===== src/rv32i_pkg.sv =====
//==============================
// Shared widths, opcodes, APB map and instruction views
// for the APB-loaded RV32I core
//==============================
package rv32i_pkg;

    localparam int xlen       = 32;
    localparam int imem_words = 256;
    localparam int imem_aw    = 8;    // Indexed by pc[9:2]
    localparam int dmem_words = 256;
    localparam int dmem_aw    = 8;

    //==============================
    // APB address map
    //==============================
    localparam int apb_aw = 12;
    localparam logic [apb_aw-1:0] apb_imem_base   = 12'h000;  // Program words
    localparam logic [apb_aw-1:0] apb_ctrl_addr   = 12'h400;  // Bit 0 run
    localparam logic [apb_aw-1:0] apb_status_addr = 12'h404;  // Bit 1 illegal, bit 0 halted
    localparam logic [apb_aw-1:0] apb_pc_addr     = 12'h408;
    localparam logic [apb_aw-1:0] apb_reg_base    = 12'h500;  // x0 to x31

    //==============================
    // Opcodes and function codes
    //==============================
    localparam logic [6:0] op_lui    = 7'b0110111;
    localparam logic [6:0] op_auipc  = 7'b0010111;
    localparam logic [6:0] op_jal    = 7'b1101111;
    localparam logic [6:0] op_jalr   = 7'b1100111;
    localparam logic [6:0] op_branch = 7'b1100011;
    localparam logic [6:0] op_load   = 7'b0000011;
    localparam logic [6:0] op_store  = 7'b0100011;
    localparam logic [6:0] op_imm    = 7'b0010011;
    localparam logic [6:0] op_reg    = 7'b0110011;
    localparam logic [6:0] op_fence  = 7'b0001111;
    localparam logic [6:0] op_system = 7'b1110011;

    localparam logic [2:0] f3_add  = 3'b000;
    localparam logic [2:0] f3_sll  = 3'b001;
    localparam logic [2:0] f3_word = 3'b010;  // LW and SW
    localparam logic [2:0] f3_sr   = 3'b101;  // SRL and SRA share it
    localparam logic [6:0] f7_base = 7'b0000000;
    localparam logic [6:0] f7_alt  = 7'b0100000;  // SUB and SRA

    typedef enum logic [3:0] {
        alu_add, alu_sub, alu_sll, alu_slt, alu_sltu, alu_xor,
        alu_srl, alu_sra, alu_or, alu_and, alu_pass_b
    } alu_op_t;

    // Register-register view of an instruction word
    typedef struct packed {
        logic [6:0] funct7;
        logic [4:0] rs2;
        logic [4:0] rs1;
        logic [2:0] funct3;
        logic [4:0] rd;
        logic [6:0] opcode;
    } r_view_t;

    // Immediate view, also used for the system encodings
    typedef struct packed {
        logic [11:0] imm12;
        logic [4:0]  rs1;
        logic [2:0]  funct3;
        logic [4:0]  rd;
        logic [6:0]  opcode;
    } i_view_t;

    typedef union packed {
        r_view_t r;
        i_view_t i;
    } rv32i_instr_t;

endpackage


===== src/rv32i_apb_loader.sv =====
//==============================
// APB slave that loads the program, holds the run bit and
// reads back status, pc and the integer registers
//==============================
`timescale 1ns/1ps

module rv32i_apb_loader (
    input  logic                             clk,
    input  logic                             rst,
    input  logic                             psel,
    input  logic                             penable,
    input  logic                             pwrite,
    input  logic [rv32i_pkg::apb_aw-1:0]     paddr,
    input  logic [rv32i_pkg::xlen-1:0]       pwdata,
    output logic [rv32i_pkg::xlen-1:0]       prdata,
    output logic                             pready,
    output logic                             pslverr,
    output logic                             imem_we,
    output logic [rv32i_pkg::imem_aw-1:0]    imem_waddr,
    output logic [rv32i_pkg::xlen-1:0]       imem_wdata,
    output logic                             run,
    input  logic                             halted,
    input  logic                             illegal,
    input  logic [rv32i_pkg::xlen-1:0]       pc,
    output logic [4:0]                       dbg_reg_idx,
    input  logic [rv32i_pkg::xlen-1:0]       dbg_reg_data
);

    logic setup, access;
    logic hit_imem, hit_ctrl, hit_status, hit_pc, hit_reg;
    logic wr_err;
    logic [rv32i_pkg::xlen-1:0] rd_word;

    assign setup  = psel & ~penable;
    assign access = psel & penable;

    //==============================
    // Address decode
    //==============================
    assign hit_imem   = paddr[rv32i_pkg::apb_aw-1:rv32i_pkg::imem_aw+2] ==
                        rv32i_pkg::apb_imem_base[rv32i_pkg::apb_aw-1:rv32i_pkg::imem_aw+2];
    assign hit_ctrl   = paddr == rv32i_pkg::apb_ctrl_addr;
    assign hit_status = paddr == rv32i_pkg::apb_status_addr;
    assign hit_pc     = paddr == rv32i_pkg::apb_pc_addr;
    assign hit_reg    = paddr[rv32i_pkg::apb_aw-1:7] == rv32i_pkg::apb_reg_base[rv32i_pkg::apb_aw-1:7];

    // Program is locked while running, readback words are read-only
    assign wr_err  = pwrite & ((hit_imem & run) | hit_status | hit_pc | hit_reg);
    assign pslverr = access & (wr_err | ~(hit_imem | hit_ctrl | hit_status | hit_pc | hit_reg));
    assign pready  = 1'b1;  // No wait states

    assign imem_we     = access & pwrite & hit_imem & ~run;
    assign imem_waddr  = paddr[rv32i_pkg::imem_aw+1:2];
    assign imem_wdata  = pwdata;
    assign dbg_reg_idx = paddr[6:2];

    assign rd_word = hit_ctrl   ? {{(rv32i_pkg::xlen-1){1'b0}}, run} :
                     hit_status ? {{(rv32i_pkg::xlen-2){1'b0}}, illegal, halted} :
                     hit_pc     ? pc :
                     hit_reg    ? dbg_reg_data : '0;  // imem is write-only

    always_ff @(posedge clk) begin
        if (rst) begin
            run    <= 1'b0;
            prdata <= '0;
        end else begin
            if (setup && !pwrite) begin
                prdata <= rd_word;  // Valid during the access phase
            end
            if (access && pwrite && hit_ctrl) begin
                run <= pwdata[0];
            end
        end
    end

endmodule


===== config.mk =====
export PLATFORM = sky130hd
export DESIGN_NAME = rv32i_apb_loader
export DESIGN_NICKNAME = d
export VERILOG_FILES = /design/src/rv32i_pkg.sv /design/src/rv32i_apb_loader.sv
export SDC_FILE = /design/constraint.sdc
export NUM_CORES = 1
export LEC_CHECK = 0
export BUFFER_PORTS_ARGS = -buffer_cell sky130_fd_sc_hd__buf_2
export CAP_MARGIN = 0
export CORE_MARGIN = 3
export CORE_UTILIZATION = 25
export DETAILED_ROUTE_END_ITERATION = 12
export PLACE_DENSITY = 0.67
export SLEW_MARGIN = 20
export SYNTH_ARGS = -nofsm -noshare
export SYNTH_HDL_FRONTEND = slang
export SYNTH_SLANG_ARGS = --single-unit

===== constraint.sdc =====
create_clock -name clk -period 1.3 [get_ports clk]
set_input_delay 0 -clock clk [delete_from_list [all_inputs] [get_ports clk]]
set_output_delay 0 -clock clk [all_outputs]
set_load 0.02 [all_outputs]

## After elaboration in Yosys (flattened, before gate mapping)

Index checks and enable logic that the tools add are counted.

- Flip-flop bits (word level): 33
- Input bits: 115
- Output and inout port bits: 81
- Word-level logic and storage cells: 34

- Equality and inequality tests: 4
- Multiplexer cells: 4
- Bitwise gates (word level): 19
- Reduce and logical (&&, ||, !) cells: 5

Operator list:

| kind | number |
|---|---|
| $mux 32 | 4 |
| $eq 12x11->1 const B | 3 |
| $and 1x1->1 | 8 |
| $or 1x1->1 | 8 |
| $eq 5x4->1 const B | 1 |
| $logic_and 1x1->1 | 3 |
| $not 1->1 | 3 |
| $logic_not 2->1 | 1 |
| $logic_not 1->1 | 1 |

## Depth between registers and ports, before layout

- Depth after elaboration: 8
- Gate-level depth with buffers: 6
- Gate-level depth less buffers: 4

## Worst setup path before layout

OpenSTA, ideal clock, no wires.

- Kind: input to register
- From: input paddr[5] (netlist name)
- To: register prdata[29] (netlist name)
- Setup time: 120 ps
- Arrival time: 1241 ps
- Data required time: 1180 ps
- Slack: -61 ps
- Stages on the path: 6
- Path buffers: 2
- Path through: or4_1 buf_6 nor3_4 or3b_1 buf_4 o31ai_1

- Longest elaborated chain between the ends: 4
- Elaborated cells between the ends (all ways): 6
- Classes of those cells: eq/ne: 3; mux: 3

Ends and longest elaborated chain:

| element | line | source |
|---|---|---|
| start: declaration | rv32i_apb_loader.sv:13 | `input logic [rv32i_pkg::apb_aw-1:0] paddr,` |
| $eq 12x11->1 | rv32i_apb_loader.sv:44 | `assign hit_pc = paddr == rv32i_pkg::apb_pc_addr;` |
| $mux 32 | rv32i_apb_loader.sv:59 | `hit_pc ? pc :` |
| $mux 32 | rv32i_apb_loader.sv:58 | `hit_status ? {{(rv32i_pkg::xlen-2){1'b0}}, illegal, halted} :` |
| $mux 32 * | rv32i_apb_loader.sv:57 | `assign rd_word = hit_ctrl ? {{(rv32i_pkg::xlen-1){1'b0}}, run} :` |
| end signal: assignment | rv32i_apb_loader.sv:68 | `prdata <= rd_word;` |
| end: declaration | rv32i_apb_loader.sv:15 | `output logic [rv32i_pkg::xlen-1:0] prdata,` |

Mark *: on every way between the ends. The rest lies on a longest branch, timed or not.
A chain may end at the register's enable or synchronous reset.

## Worst setup path in the final report

- From: input paddr[8] (netlist name)
- To: output pslverr

- Longest elaborated chain between the ends: 8
- Elaborated cells between the ends (all ways): 15
- Classes of those cells: eq/ne: 4; bitwise: 11

Ends and longest elaborated chain:

| element | line | source |
|---|---|---|
| $eq 12x11->1 | rv32i_apb_loader.sv:42 | `assign hit_ctrl = paddr == rv32i_pkg::apb_ctrl_addr;` |
| $or 1x1->1 (4 in a row) | rv32i_apb_loader.sv:49 | `assign pslverr = access & (wr_err \| ~(hit_imem \| hit_ctrl \| hit_status \| hit_pc \| hit_reg));` |
| $not 1->1 | rv32i_apb_loader.sv:49 |  |
| $or 1x1->1 * | rv32i_apb_loader.sv:49 |  |
| $and 1x1->1 * | rv32i_apb_loader.sv:49 |  |
| end: declaration | rv32i_apb_loader.sv:17 | `output logic pslverr,` |

Marks and branches as above.

==> flow_summary.yaml <==
status:
  status: "finished with violations"
  violations: "negative hold slack, negative setup slack"
final_layout:
  drive_gt1_frac: 0.520
  n_antenna_cell: 0
  fill_cells: 801
  nNetsFinal: 456
  area.growth.synth_to_final_pct: 47.0
floorplan:
  fp.dieArea_sq_um: 8630
  num_rows: 31
  start_util: 0.259
  die_h_microns: 92.9
  core_sq_um: 7290
  ios: 196
  die_x_microns: 92.9
power:
  p_leak_nw: 1.27
  powerDensity_nw_per_um2: 862
  ir_drop_mv: 0.311
sta:
  layout_setup_ws_ns: -0.0503
  period_minus_slack_ns: 1.35
  finalSetupViolations: 3
  slew_viol_final: 0
  fmax_mhz: 741
  tns_ns: -0.0654
  clock_skew_ns: 0.000487
  finalHoldWorstSlack_ns: -0.00409
  period_share: 1.04
  final-hold-violation-count: 5
  rsz0062_at_grt: "yes"
drt:
  num_vias: 1973
  drt_iter0_markers: 36
  vias_per_cell: 4.47
  post_drt_wl_per_cell_microns: 13.6
  drt_wl_total_microns: 5990
  drc_errors: 0
  postRouteAntennaNets: 0
  firstDrtPassIters: 4
run:
  max_cap_violations: 0
synth:
  synth_cells: 222
  ys_types: 34
  seq_area_frac_synth: 0.350
  yosys_register_bits: 33
  syn_area_per_cell_sq_um: 8.50
  synthesis.area_sq_um: 1890
  syn_nets: 337
  yosysWarnings: 0
global_route:
  grt_first_pass_wirelength_microns: 9050
  antenna_found_initial: 0
  track_usage: 0.131
  overflow: 0
  grt_max_degree: 18
  grt_pass1_vias: 1971
placed_design:
  gp_congestion: 0.803
  hpwl_microns: 4430
  numPortBuffers: 132
clock_tree:
  clk_latency_ns: 0.28
  cts_root_buf: "clkbuf_8"
  cts.sinks: 33
  cts_buffer_depth: 2
  numCtsBuffers: 5
  clk_pin_slew_ns: 0.07
  tritoncts: "yes"
  h-tree-depth: 2
setup_path:
  critPathArrivalTime_ns: 1.35
  end_kind: "primary output"
  start_kind: "input port"
  criticalPathCategory: "input port to primary output"
  required_ns: 1.30
  cp_max_fo: 4
hold_path:
  hold_path.class: "input port to flop"
==> logic make-up after synthesis <==
group	synth area share
compound gates	0.246
buf+inv	0.235
mux	0.0113
flops	0.350
other cells	0.00199
simple gates	0.156
==> state kept, by name (all words and copies together) (netlist names) <==
signal	count
run	1
prdata	32
==> per-stage QoR <==
step                      utilization  instances  area [sq um]  power (mW)  setup WS [ns]
after CTS                       0.371        438          2710        2.44        -0.0395
after global routing            0.380        441          2770        2.52         -0.106
after global placement          0.331        414          2420        1.38         -0.173
after detailed placement        0.331        414          2420        1.37         -0.201
after floorplan                     -        222          1900        1.33        -0.0348
final                           0.380        441          2770        2.39        -0.0503
==> worst paths after layout <==
kind                      startpoint                 endpoint  slack, ns  cells after the start
max                         paddr[8]                  pslverr      -0.05                      7
min                  dbg_reg_data[1]   prdata[1]$_SDFFE_PP0P_     -0.004                      3
max reg2reg         run$_SDFFE_PP0P_   prdata[0]$_SDFFE_PP0P_       0.32                      3
min reg2reg  prdata[21]$_SDFFE_PP0P_  prdata[21]$_SDFFE_PP0P_       0.44                      2
==> placed cells by master (no fill, tap or decap), types with 3 or more instances in the layout <==
master,count
buf_6,4
buf_12,3
dlygate4sd3_1,12
dfxtp_1,33
o21ai_1,22
buf_2,129
nor2_1,6
buf_4,20
a22oi_1,31
clkbuf_8,6
o21ai_0,7
nand2_1,35
buf_8,3
==> layout make-up <==
class	count	area [sq um]	area share
flip-flops and latches	33	661	0.238
multi-input cells	129	803	0.290
clock inverters	1	30.0	0.0108
well taps	99	124	0.0447
repair buffers	171	1070	0.384
inverters	1	3.75	0.00135
clock buffers	7	86.3	0.0311
==> power by group <==
group          total, mW  switching [mW]  internal (mW)
combinational      0.372           0.176          0.196
clock               1.00           0.375          0.625
sequential          1.02         0.00232           1.02
total               2.39           0.553           1.84
==> timing repair <==
action                                  4_1_cts  5_1_grt
hold buffers                                 11        1
cloned                                        0        2
endpoints found under the setup margin        1       34
pin swaps                                     5        9
resized for setup                             3       27
setup buffers                                 5        1
endpoints found under the hold margin        10        1
==> worst max-delay path, stage by stage <==
cell      delay (ns)
buf_6           0.09
or4_4           0.57
nor3_4          0.23
buf_6           0.12
a2111o_1        0.08
o211ai_1        0.08
buf_4           0.17
==> synthesized netlist by cell type <==
master,number,area share
nand3_1,1,0.0026
a311o_1,1,0.0053
o21bai_1,1,0.0040
clkbuf_1,3,0.0060
inv_1,1,0.0020
conb_1,1,0.0020
nor3_4,2,0.017
buf_2,3,0.0080
nand4b_1,1,0.0046
a2111o_1,1,0.0060
a21oi_1,1,0.0026
mux2i_1,1,0.0053
a221oi_1,1,0.0046
nor3b_2,1,0.0066
o21ai_0,20,0.053
mux2_2,1,0.0060
dfxtp_1,33,0.35
a311oi_1,1,0.0046
nor2_1,7,0.014
or3_1,1,0.0033
or4_1,1,0.0040
and2_1,1,0.0033
o211ai_1,2,0.0080
nor4b_1,1,0.0046
o31ai_1,1,0.0040
o31ai_2,1,0.0066
buf_4,49,0.19
nor4_1,2,0.0066
nand2_1,35,0.070
or3b_1,1,0.0046
or4b_4,2,0.015
o21ai_1,9,0.024
a22oi_1,31,0.12
buf_6,4,0.024
==> metal layers <==
layer | track usage | routed length (microns)
met4 | 0.0598 | 156
met3 | 0.0487 | 586
met2 | 0.226 | 2920
met5 | 0 | 0
met1 | 0.141 | 2330
Power figures use the tool's default switching activity.
